**config.mk**
```make
export PLATFORM = sky130hd
export DESIGN_NAME = rp_top
export DESIGN_NICKNAME = d
export VERILOG_FILES = /design/src/hdl/rp_sample_pkg.sv /design/src/hdl/rp_ctrl_pkg.sv /design/src/hdl/rp_chan_if.sv /design/src/hdl/rp_reset_gen.sv /design/src/hdl/rp_adc_front.sv /design/src/hdl/rp_dac_chan.sv /design/src/hdl/rp_dac_out.sv /design/src/hdl/rp_top.sv
export VERILOG_INCLUDE_DIRS = /design/src /design/src/include
export SDC_FILE = /design/constraint.sdc
export NUM_CORES = 1
export LEC_CHECK = 0
export ABC_AREA = 1
export BUFFER_PORTS_ARGS = -buffer_cell sky130_fd_sc_hd__buf_2
export CORE_MARGIN = 3
export CORE_UTILIZATION = 55
export CTS_BUF_LIST = sky130_fd_sc_hd__clkbuf_8
export DETAILED_ROUTE_END_ITERATION = 8
export PLACE_DENSITY = 0.78
export SETUP_SLACK_MARGIN = 0.15
export SYNTH_ARGS = -nofsm -noshare
export SYNTH_HDL_FRONTEND = slang
export SYNTH_SLANG_ARGS = --single-unit
export TNS_END_PERCENT = 1
```
**constraint.sdc**
```tcl
create_clock -name adc_clk -period 4.88 [get_ports adc_clk]
set_input_delay 0.244 -clock adc_clk [delete_from_list [all_inputs] [get_ports adc_clk]]
set_output_delay 0.244 -clock adc_clk [all_outputs]
set_load 0.05 [all_outputs]
```
**src/include/rp_defs.svh**
```systemverilog
//////////////////////////////
// Widths, channel count and reset hold count
// for the analog data path
//////////////////////////////

`ifndef RP_DEFS_SVH
`define RP_DEFS_SVH

// Converter code widths
`define RP_ADC_W     14
`define RP_DAC_W     14

// One extra bit so the sum of two samples cannot wrap
`define RP_SUM_W     15

`define RP_NCH       2   // ADC and DAC channels

// adc_clk cycles of reset after lock is seen
`define RP_RST_HOLD  64

`endif

```
**src/hdl/rp_sample_pkg.sv**
```systemverilog
//////////////////////////////
// Sample and converter code types
//////////////////////////////

`default_nettype none

`include "rp_defs.svh"

package rp_sample_pkg;

  //////////////////////////////
  // Converter side codes
  //////////////////////////////

  // Unsigned, negative slope
  typedef logic [`RP_ADC_W-1:0] adc_code_t;  // Raw ADC word
  typedef logic [`RP_DAC_W-1:0] dac_code_t;  // Raw DAC word

  //////////////////////////////
  // Internal arithmetic
  //////////////////////////////

  typedef logic signed [`RP_ADC_W-1:0] sample_t;  // Two's complement
  typedef logic signed [`RP_SUM_W-1:0] sum_t;     // Gen plus feedback, unsaturated

endpackage : rp_sample_pkg

`default_nettype wire

```
**src/hdl/rp_ctrl_pkg.sv**
```systemverilog
//////////////////////////////
// Loop mode and reset FSM enums
//////////////////////////////

`default_nettype none

package rp_ctrl_pkg;

  // DAC source select, unused codes fall back to normal output
  typedef enum logic [1:0] {
    LOOP_OFF        = 2'd0,  // Gen plus feedback
    LOOP_ADC_TO_DAC = 2'd1   // ADC straight out
  } loop_mode_e;

  // Reset release sequence
  typedef enum logic [1:0] {
    RST_WAIT_LOCK = 2'd0,  // PLL not locked
    RST_HOLD      = 2'd1,  // Counting hold cycles
    RST_RUN       = 2'd2   // Data path running
  } rst_state_e;

endpackage : rp_ctrl_pkg

`default_nettype wire

```
**src/hdl/rp_chan_if.sv**
```systemverilog
//////////////////////////////
// Per channel sample interface
//////////////////////////////

`timescale 1ns/1ps
`default_nettype none

interface rp_chan_if
  import rp_sample_pkg::*;
();

  // Front end to channel
  sample_t adc_smp;  // Converted ADC sample
  sample_t gen_smp;  // Generator sample
  sample_t fb_smp;   // Feedback sample
  logic    smp_stb;  // One cycle, data valid

  // Channel to output stage
  sample_t out_smp;  // Saturated sum
  sample_t byp_smp;  // ADC sample, aligned with out_smp
  logic    out_stb;

  modport front (
    output adc_smp, gen_smp, fb_smp, smp_stb
  );

  modport chan (
    input  adc_smp, gen_smp, fb_smp, smp_stb,
    output out_smp, byp_smp, out_stb
  );

  modport out (
    input  out_smp, byp_smp, out_stb
  );

endinterface : rp_chan_if

`default_nettype wire

```
**src/hdl/rp_reset_gen.sv**
```systemverilog
//////////////////////////////
// PLL lock synchronizer and reset hold FSM
//////////////////////////////

`timescale 1ns/1ps
`default_nettype none

`include "rp_defs.svh"

module rp_reset_gen
  import rp_ctrl_pkg::*;
(
  input  logic adc_clk,
  input  logic rst_n_i,
  input  logic pll_locked_i,  // Async to adc_clk
  output logic run_o          // Data path enable
);

  localparam int CNT_W = $clog2(`RP_RST_HOLD);

  logic             lock_ff1;   // First sync stage
  logic             lock_sync;  // Second stage, fully settled
  rst_state_e       state;
  logic [CNT_W-1:0] hold_cnt;

  //////////////////////////////
  // Lock synchronizer
  //////////////////////////////

  always_ff @(posedge adc_clk or negedge rst_n_i) begin
    if (!rst_n_i) begin
      lock_ff1  <= 1'b0;
      lock_sync <= 1'b0;
    end else begin
      lock_ff1  <= pll_locked_i;
      lock_sync <= lock_ff1;
    end
  end

  //////////////////////////////
  // Hold FSM
  //////////////////////////////

  // State register acts as the second stage behind lock_ff1
  always_ff @(posedge adc_clk or negedge rst_n_i) begin
    if (!rst_n_i) begin
      state    <= RST_WAIT_LOCK;
      hold_cnt <= '0;
    end else if (!lock_ff1) begin
      state    <= RST_WAIT_LOCK;  // Lock lost, start over
      hold_cnt <= '0;
    end else begin
      case (state)
        RST_WAIT_LOCK: state <= RST_HOLD;
        RST_HOLD: begin
          hold_cnt <= hold_cnt + 1'b1;
          if (hold_cnt == CNT_W'(`RP_RST_HOLD - 1))
            state <= RST_RUN;
        end
        RST_RUN: state <= RST_RUN;
        default: state <= RST_WAIT_LOCK;
      endcase
    end
  end

  assign run_o = (state == RST_RUN);

  // Run must trail the settled lock, never lead it
  a_run_locked: assert property (@(posedge adc_clk) disable iff (!rst_n_i)
    !lock_sync |-> !run_o);

endmodule : rp_reset_gen

`default_nettype wire

```
**src/hdl/rp_adc_front.sv**
```systemverilog
//////////////////////////////
// ADC code conversion and sample strobe
//////////////////////////////

`timescale 1ns/1ps
`default_nettype none

`include "rp_defs.svh"

module rp_adc_front
  import rp_sample_pkg::*;
(
  input  logic      adc_clk,
  input  logic      rst_n_i,
  input  logic      run_i,    // From reset generator
  input  adc_code_t adc_a_i,
  input  adc_code_t adc_b_i,
  input  logic      adc_dv_i,
  input  sample_t   gen_a_i,
  input  sample_t   gen_b_i,
  input  sample_t   fb_a_i,
  input  sample_t   fb_b_i,
  rp_chan_if.front  ch_o [`RP_NCH]
);

  localparam int MSB = `RP_ADC_W - 1;

  adc_code_t adc_code [`RP_NCH];
  sample_t   gen_in   [`RP_NCH];
  sample_t   fb_in    [`RP_NCH];
  logic      smp_acc;

  // Channel order A, B
  assign adc_code[0] = adc_a_i;
  assign adc_code[1] = adc_b_i;
  assign gen_in[0]   = gen_a_i;
  assign gen_in[1]   = gen_b_i;
  assign fb_in[0]    = fb_a_i;
  assign fb_in[1]    = fb_b_i;

  assign smp_acc = adc_dv_i & run_i;  // Drop samples until running

  //////////////////////////////
  // Per channel registers
  //////////////////////////////

  for (genvar g = 0; g < `RP_NCH; g++) begin : g_ch
    // Neg slope to two's complement, sign kept
    always_ff @(posedge adc_clk) begin
      if (smp_acc) begin
        ch_o[g].adc_smp <= {adc_code[g][MSB], ~adc_code[g][MSB-1:0]};
        ch_o[g].gen_smp <= gen_in[g];
        ch_o[g].fb_smp  <= fb_in[g];
      end
    end

    always_ff @(posedge adc_clk or negedge rst_n_i) begin
      if (!rst_n_i)
        ch_o[g].smp_stb <= 1'b0;
      else
        ch_o[g].smp_stb <= smp_acc;  // Same cycle as the data
    end
  end

endmodule : rp_adc_front

`default_nettype wire

```
**src/hdl/rp_dac_chan.sv**
```systemverilog
//////////////////////////////
// Sum, saturation and register stage
// for one DAC channel
//////////////////////////////

`timescale 1ns/1ps
`default_nettype none

`include "rp_defs.svh"

module rp_dac_chan
  import rp_sample_pkg::*;
(
  input  logic     adc_clk,
  input  logic     rst_n_i,
  rp_chan_if.chan  ch
);

  localparam int SMSB = `RP_SUM_W - 1;

  // Sample rails
  localparam sample_t SMP_MAX = {1'b0, {(`RP_ADC_W-1){1'b1}}};
  localparam sample_t SMP_MIN = {1'b1, {(`RP_ADC_W-1){1'b0}}};

  sum_t    sum;
  sample_t sat;

  //////////////////////////////
  // Sum and saturate
  //////////////////////////////

  // Sign extend both before adding
  assign sum = sum_t'(ch.gen_smp) + sum_t'(ch.fb_smp);

  always_comb begin
    if (sum[SMSB] ^ sum[SMSB-1])            // Top two bits differ, out of range
      sat = sum[SMSB] ? SMP_MIN : SMP_MAX;  // Clip toward the sign
    else
      sat = sum[`RP_ADC_W-1:0];
  end

  //////////////////////////////
  // Output registers
  //////////////////////////////

  always_ff @(posedge adc_clk) begin
    if (ch.smp_stb) begin
      ch.out_smp <= sat;
      ch.byp_smp <= ch.adc_smp;  // Keeps loopback in step
    end
  end

  always_ff @(posedge adc_clk or negedge rst_n_i) begin
    if (!rst_n_i)
      ch.out_stb <= 1'b0;
    else
      ch.out_stb <= ch.smp_stb;
  end

  // Integer clip against the sample rails
  function automatic int clip_int(int s);
    return (s > int'(SMP_MAX)) ? int'(SMP_MAX) : ((s < int'(SMP_MIN)) ? int'(SMP_MIN) : s);
  endfunction

  // Registered result equals the clipped sum of the strobed inputs
  a_sat_range: assert property (@(posedge adc_clk) disable iff (!rst_n_i)
    ch.smp_stb |=>
      int'(ch.out_smp) == clip_int(int'($past(ch.gen_smp)) + int'($past(ch.fb_smp))));

endmodule : rp_dac_chan

`default_nettype wire

```
**src/hdl/rp_dac_out.sv**
```systemverilog
//////////////////////////////
// Loop select, DAC code conversion
// and output registers
//////////////////////////////

`timescale 1ns/1ps
`default_nettype none

`include "rp_defs.svh"

module rp_dac_out
  import rp_sample_pkg::*;
  import rp_ctrl_pkg::*;
(
  input  logic       adc_clk,
  input  logic       rst_n_i,
  input  loop_mode_e loop_mode_i,
  rp_chan_if.out     ch_i [`RP_NCH],
  output dac_code_t  dac_a_o,
  output dac_code_t  dac_b_o,
  output logic       dac_dv_o
);

  localparam int        MSB      = `RP_DAC_W - 1;
  localparam dac_code_t DAC_ZERO = 14'h2000;  // Idle DAC level

  sample_t   sel_smp  [`RP_NCH];
  dac_code_t dac_code [`RP_NCH];
  logic      ch_stb   [`RP_NCH];

  //////////////////////////////
  // Source select and flip
  //////////////////////////////

  for (genvar g = 0; g < `RP_NCH; g++) begin : g_sel
    // Unknown modes act as LOOP_OFF
    assign sel_smp[g]  = (loop_mode_i == LOOP_ADC_TO_DAC) ? ch_i[g].byp_smp
                                                          : ch_i[g].out_smp;
    // Back to unsigned neg slope
    assign dac_code[g] = {sel_smp[g][MSB], ~sel_smp[g][MSB-1:0]};
    assign ch_stb[g]   = ch_i[g].out_stb;
  end

  //////////////////////////////
  // Output registers
  //////////////////////////////

  always_ff @(posedge adc_clk or negedge rst_n_i) begin
    if (!rst_n_i) begin
      dac_a_o  <= DAC_ZERO;
      dac_b_o  <= DAC_ZERO;
      dac_dv_o <= 1'b0;
    end else begin
      dac_dv_o <= ch_stb[0];  // Channels run in lockstep
      if (ch_stb[0]) begin
        dac_a_o <= dac_code[0];
        dac_b_o <= dac_code[1];
      end                     // Otherwise hold last code
    end
  end

  // Both channel pipelines must strobe together
  a_stb_match: assert property (@(posedge adc_clk) disable iff (!rst_n_i)
    ch_stb[0] == ch_stb[1]);

endmodule : rp_dac_out

`default_nettype wire

```
**src/hdl/rp_top.sv**
```systemverilog
//////////////////////////////
// Analog data path top level
//////////////////////////////

`timescale 1ns/1ps
`default_nettype none

`include "rp_defs.svh"

module rp_top
  import rp_sample_pkg::*;
  import rp_ctrl_pkg::*;
(
  input  logic       adc_clk,
  input  logic       rst_n_i,
  input  logic       pll_locked_i,
  // ADC
  input  adc_code_t  adc_a_i,       // CH 1, neg slope
  input  adc_code_t  adc_b_i,       // CH 2, neg slope
  input  logic       adc_dv_i,
  // Generator and feedback samples
  input  sample_t    gen_a_i,
  input  sample_t    gen_b_i,
  input  sample_t    fb_a_i,
  input  sample_t    fb_b_i,
  input  loop_mode_e loop_mode_i,
  // DAC
  output dac_code_t  dac_a_o,
  output dac_code_t  dac_b_o,
  output logic       dac_dv_o
);

  logic run;  // High once reset hold is done

  rp_chan_if ch [`RP_NCH] ();  // One per channel

  //////////////////////////////
  // Reset release
  //////////////////////////////

  rp_reset_gen i_reset_gen (
    .adc_clk      (adc_clk     ),
    .rst_n_i      (rst_n_i     ),
    .pll_locked_i (pll_locked_i),
    .run_o        (run         )
  );

  //////////////////////////////
  // Data path
  //////////////////////////////

  rp_adc_front i_adc_front (
    .adc_clk  (adc_clk ),
    .rst_n_i  (rst_n_i ),
    .run_i    (run     ),
    .adc_a_i  (adc_a_i ),
    .adc_b_i  (adc_b_i ),
    .adc_dv_i (adc_dv_i),
    .gen_a_i  (gen_a_i ),
    .gen_b_i  (gen_b_i ),
    .fb_a_i   (fb_a_i  ),
    .fb_b_i   (fb_b_i  ),
    .ch_o     (ch      )
  );

  for (genvar g = 0; g < `RP_NCH; g++) begin : g_chan
    rp_dac_chan i_dac_chan (
      .adc_clk (adc_clk),
      .rst_n_i (rst_n_i),
      .ch      (ch[g]  )
    );
  end

  rp_dac_out i_dac_out (
    .adc_clk     (adc_clk    ),
    .rst_n_i     (rst_n_i    ),
    .loop_mode_i (loop_mode_i),
    .ch_i        (ch         ),
    .dac_a_o     (dac_a_o    ),
    .dac_b_o     (dac_b_o    ),
    .dac_dv_o    (dac_dv_o   )
  );

endmodule : rp_top

`default_nettype wire

```
Word level (Yosys, flattened, before mapping)
Cells that the tools add are included.
{"block": "word_totals", "register_bits": 180, "latchBits": 0, "ram_bits": 0, "rom_bits": 0, "in_bits": 90, "output_inout_bits": 29, "word_cells": 46, "n_memories": 0}
{"block": "classes", "n_addsub": 3, "mul": 0, "div": 0, "order_cmp": 0, "eq_ne": 6, "shift": 0, "mux": 11, "bitwise": 7, "n_reduce_logical": 1}
{"cell": "$mux 14", "count": 6}
{"cell": "$not 13->13", "count": 4}
{"cell": "$add 14x14->15", "count": 2}
{"cell": "$mux 6", "count": 2}
{"cell": "$add 6x1->6 const B", "count": 1}
{"cell": "$eq 6x6->1 const B", "count": 1}
{"cell": "$pmux 2 s3", "count": 1}
{"cell": "$eq 2x1->1 const B", "count": 2}
{"cell": "$mux 2", "count": 2}
{"cell": "$ne 3x3->1 const B", "count": 1}
{"cell": "$eq 2x2->1 const B", "count": 1}
{"cell": "$logic_not 2->1", "count": 1}
{"cell": "$ne 2x2->1 const B", "count": 1}
{"cell": "$xor 1x1->1", "count": 2}
{"cell": "$and 1x1->1", "count": 1}

Depth between registers and ports, before layout
{"block": "logic_depth", "depth_word": 4, "mapped_depth": 14, "mapped_depth_nobuf": 13}

Hierarchy
A second synthesis with hierarchy kept.
{"block": "hier_totals", "cells_unflattened": 737, "hier_area_um2": 8166.6}
{"module": "rp_dac_chan", "instances": 2, "cells_each": 187, "area_per_inst_um2": 1774.2, "seq_area_each_um2": 865.8}
{"module": "rp_adc_front", "instances": 1, "cells_each": 114, "area_per_inst_um2": 2660.1, "seq_area_each_um2": 2547.4}
{"module": "rp_dac_out", "instances": 1, "cells_each": 189, "area_per_inst_um2": 1465.2, "seq_area_each_um2": 728.2}
{"module": "rp_reset_gen", "instances": 1, "cells_each": 60, "area_per_inst_um2": 493.0, "seq_area_each_um2": 225.2}

Worst setup path after synthesis
No wires, ideal clock.
{"block": "synth_path", "kind": "register to register", "from": "register i_reset_gen.state[0]", "to": "register i_adc_front.ch_o[0].adc_smp[0], enable pin", "setup_time_ns": 0.438, "arrival_time_ns": 2.257, "t_required_ns": 4.442, "path_slack_ns": 2.185, "path_stages_with_launch": 5, "path_buffers": 0, "synth_period_minus_slack_ns": 2.695, "cell_sequence": "dfrtp_1 > inv_1 > ha_1 > nand2_1 > inv_1"}
{"block": "synth_via", "elab_chain_len": 2}
{"item": "from (decl)", "line": "rp_reset_gen.sv:23", "text": "rst_state_e state;"}
{"item": "from (signal assigned)", "line": "rp_reset_gen.sv:47", "text": "state <= RST_WAIT_LOCK;"}
{"item": "from (signal assigned)", "line": "rp_reset_gen.sv:50", "text": "state <= RST_WAIT_LOCK;"}
{"item": "from (signal assigned)", "line": "rp_reset_gen.sv:54", "text": "RST_WAIT_LOCK: state <= RST_HOLD;"}
{"item": "$eq 2x2->1", "line": "rp_reset_gen.sv:66", "text": "assign run_o = (state == RST_RUN);"}
{"item": "$and 1x1->1", "line": "rp_adc_front.sv:41", "text": "assign smp_acc = adc_dv_i & run_i;"}
{"item": "named net i_adc_front.smp_acc", "line": "rp_adc_front.sv:31", "text": "logic smp_acc;"}
{"item": "to (signal assigned)", "line": "rp_adc_front.sv:51", "text": "ch_o[g].adc_smp <= {adc_code[g][MSB], ~adc_code[g][MSB-1:0]};"}
{"item": "to (decl)", "line": "rp_chan_if.sv:24", "text": "output adc_smp, gen_smp, fb_smp, smp_stb"}
The timed path passes the listed nets, and every way through them passes these cells.
A chain may end at the register's enable or synchronous reset.

Worst setup path after layout
{"block": "layout_path", "from": "register i_adc_front.ch_o[0].gen_smp[0]", "to": "register g_chan[0].i_dac_chan.ch.out_smp[7] (data pin)"}
{"block": "layout_via", "elab_chain_len": 3, "elab_cells_between_ends": 4, "cone_classes": "add/sub: 1; mux: 2; bitwise: 1"}
{"item": "from (decl)", "line": "rp_chan_if.sv:24"}
{"item": "from (signal assigned)", "line": "rp_adc_front.sv:52", "text": "ch_o[g].gen_smp <= gen_in[g];"}
{"item": "$add 14x14->15 (*)", "line": "rp_dac_chan.sv:33", "text": "assign sum = sum_t'(ch.gen_smp) + sum_t'(ch.fb_smp);"}
{"item": "$mux 14 / $xor 1x1->1 (equally long branches)", "line": "rp_dac_chan.sv:37, rp_dac_chan.sv:36"}
{"item": "$mux 14 (*)", "line": "rp_dac_chan.sv:36", "text": "if (sum[SMSB] ^ sum[SMSB-1])"}
{"item": "named net g_chan[0].i_dac_chan.sat[7]", "line": "rp_dac_chan.sv:26", "text": "sample_t sat;"}
{"item": "to (signal assigned)", "line": "rp_dac_chan.sv:48", "text": "ch.out_smp <= sat;"}
{"item": "to (decl)", "line": "rp_chan_if.sv:29", "text": "output out_smp, byp_smp, out_stb"}
The timed path passes the listed nets; every way through them passes the cells marked *.

==> run metrics <==
status finished clean; DP HPWL between 10000 and 15000 µm; DIE WIDTH 125 µm; most frequent cells in the layout nand2_1 (146), edfxtp_1 (140), buf_2 (118); CP cell instances ha_1 > fa_1 > nand2_1 > nand2_1 > nand3_2 > nand2_2 > nand2_2 > nand3_1 > nand2_2 > nand2_2 > o21ai_0 > nand2_1; Routed Antenna Nets 0; Mapped Area roughly 0.0078 mm²; clk buf depth 2; hold slack approximately 28 ps; P&R area growth vs syn 23.4%; Max-Cap Viols 0; area occupied by multi-input gates approximately 0.0023 mm²; Synth Register Bits 180; post-synth cell types 33; PD cells between 400 and 500 mW/mm²; final setup violation count 0; root buffer cell clkbuf_8; Post-layout nets 987; Slew @ Worst Pin 1200 ps; Area contributors post-synth edfxtp_1 (54%), dfrtp_1 (12%), nand2_1 (7.0%); Worst slew margin about 20%; syn_nets a little under 800; Arrival @ worst endpoint between 2000 and 3000 ps; largest net degree at the start of global routing 58; Worst Skew 13.8 ps; leak pwr approximately 4.2 nW; Post CTS Setup Buffer Count 0; Worst-path clk slew around 90 ps; share of the synthesized area in compound gates (AO/OA/AOI/OAI) under 10%; critical path peak fanout 13; Sink Count 180; syn_area_per_cell ~12 µm²; diodes inserted 0; Via density 5.10; WS Path Type flop to flop; post-route minimum period 2320 ps; GRT Residual Overflow 0; RePlAce Congestion ~0.87; fill cell total of the finished layout 969; Gates resized, CTS repair 0; first-pass iteration count of the detailed router 4; H-tree depth 4; starting density of the core 57.7%; Crit path max-delay family simple AND/OR/NAND/NOR gates; CP max stage delay between 300 and 400 ps; Synth async-reset ratio ~22%; Startpoint Class flop; fraction of final layout cells sized beyond drive strength 1 20.4%; Synth warnings 0; wire length per cell between 10 and 15 µm; Die Y between 100 and 150 µm; die area roughly 0.016 mm²; Boundary Pins ~120; routed wire length roughly 16000 µm; initial antenna violation count 0; gr usage total 20.9%; area of the core between 0.01 and 0.015 mm²; Max Slew Vio Count 0; fmax 432 MHz; RSZ-0062 raised after global routing false; CP max-delay cell edfxtp_1; CTS tree built; Post-synth EDFFs 140; vias in the first global route ~5500; XOR/XNOR Fraction of Synth Area under 10%; Worst Hold Class input pin to flop; Seq. cell area between 0.005 and 0.006 mm²; WP buf/inv 0; setup TNS 0 ps; row count 42; Simple-Gate Fraction of Synth Area 14.4%; Crit path required time between 5000 and 6000 ps; post-synthesis adder-cell area fraction under 10%; Max IR drop VDD approximately 260 µV; post-synthesis mux area share 0%; Synth area leader edfxtp_1; commonest non-fill, non-tap cell in the layout nand2_1; total CTS buffers 17; post-synthesis sequential area ratio 66.5%; period utilisation layout ~47%; Remaining DRCs 0; # port buffers ~120; cells after synthesis roughly 670; hold bufs inserted after CTS 73; First DRT Iteration DRCs approximately 420; share of the synthesized area in the top cell type ~54%; via count roughly 5400; first-pass GRT wire length 26300 µm; final hold viol count 0; CP endpoint kind flop; Main synth FF type edfxtp_1; clock latency at the later pin of the worst-skew pair approximately 460 ps; largest family of logic cells by synthesized area simple AND/OR/NAND/NOR gates; crit-path most repeated cell nand2_2
kinds of logic (layout without fill, tap and decap cells):
group	count (synthesis)	count (layout)
compound gates	90	90
xor+xnor	17	17
fa+ha+maj	34	34
buf+inv	83	292
flops	180	180
simple gates	263	263
path summary, 6_finish.rpt:
check	startpoint	to	slack [ps]	depth (start not counted)
setup / recovery	i_adc_front.ch_o[0].gen_smp[0]	g_chan[0].i_dac_chan.ch.out_smp[7]	2560	12
hold / removal	adc_a_i[5]	i_adc_front.ch_o[0].adc_smp[5]	30	2
setup reg to reg	i_adc_front.ch_o[0].gen_smp[0]	g_chan[0].i_dac_chan.ch.out_smp[7]	2560	12
hold reg to reg	i_adc_front.ch_o[1].adc_smp[5]	g_chan[1].i_dac_chan.ch.byp_smp[5]	420	0
max in group asynchronous	rst_n_i	i_adc_front.ch_o[0].smp_stb	3820	2
min in group asynchronous	rst_n_i	i_reset_gen.state[1]	450	2
state kept, by name, indices dropped and copies added (netlist names):
register	cells
g_chan.i_dac_chan.ch.out_stb	1
g_chan.i_dac_chan.ch.byp_smp	28
i_dac_out.dac_b_o	14
i_reset_gen.hold_cnt	6
i_adc_front.ch_o.gen_smp	28
g_chan.i_dac_chan.ch.out_smp	28
i_adc_front.ch_o.smp_stb	1
i_dac_out.dac_dv_o	1
i_adc_front.ch_o.adc_smp	28
i_reset_gen.state	2
i_dac_out.dac_a_o	14
i_reset_gen.lock_ff1	1
i_adc_front.ch_o.fb_smp	28
cell usage after synthesis, types with 2 or more instances:
master    instances
inv_1            63
or2_1             3
o21bai_1          3
xor2_1           14
nand3_1          30
edfxtp_1        140
a21oi_1          24
dfrtp_1          38
clkbuf_1         10
o22a_1           26
nand2_2          10
buf_4             2
ha_1             32
a31oi_1           2
xnor2_1           3
nand3_2           2
nor3_2            2
and3_1            2
and2_1            3
inv_2             4
nand2_1         146
o21ai_0          33
nor2_1           59
dfstp_2           2
buf_6             2
fa_1              2
nand4_2           2
or2_2             3
cell type report:
type / count / area share [%]
clock inverters: 15 / 1.22
repair buffers: 193 / 13.8
multi-input cells: 404 / 23.7
flip-flops and latches: 180 / 53.9
well taps: 176 / 2.28
clock buffers: 17 / 2.42
inverters: 67 / 2.62
stage by stage:
step / setup slack [ps] / total power, mW / cells / util (%) / area [µm²]
2_1_floorplan: 2180 / 3.28 / 667 / - / 7830
3_3_place_gp: 2520 / 3.61 / 947 / 63.2 / 8570
3_5_place_dp: 2260 / 3.66 / 947 / 63.2 / 8570
4_1_cts: 2600 / 4.62 / 1052 / 71.2 / 9660
5_1_grt: 2410 / 4.86 / 1052 / 71.2 / 9660
6_report: 2560 / 4.60 / 1052 / 71.2 / 9660
where the power goes:
part           internal [mW]  total [mW]  switching, mW  leakage [nW]
logic                  0.465        1.49           1.03          2.23
registers               2.02        2.19          0.168          1.74
clock network          0.400       0.921          0.522         0.195
metal layers:
metal / vias to the layer above / GRT usage [%] / routed length [µm]
li1: 2671 / - / -
met3: 28 / 4.90 / 771
met1: 2528 / 28.3 / 7030
met2: 143 / 33.0 / 7390
met4: 0 / 8.55 / 376
met5: - / 0 / 0
Power figures use the tool's default switching activity.
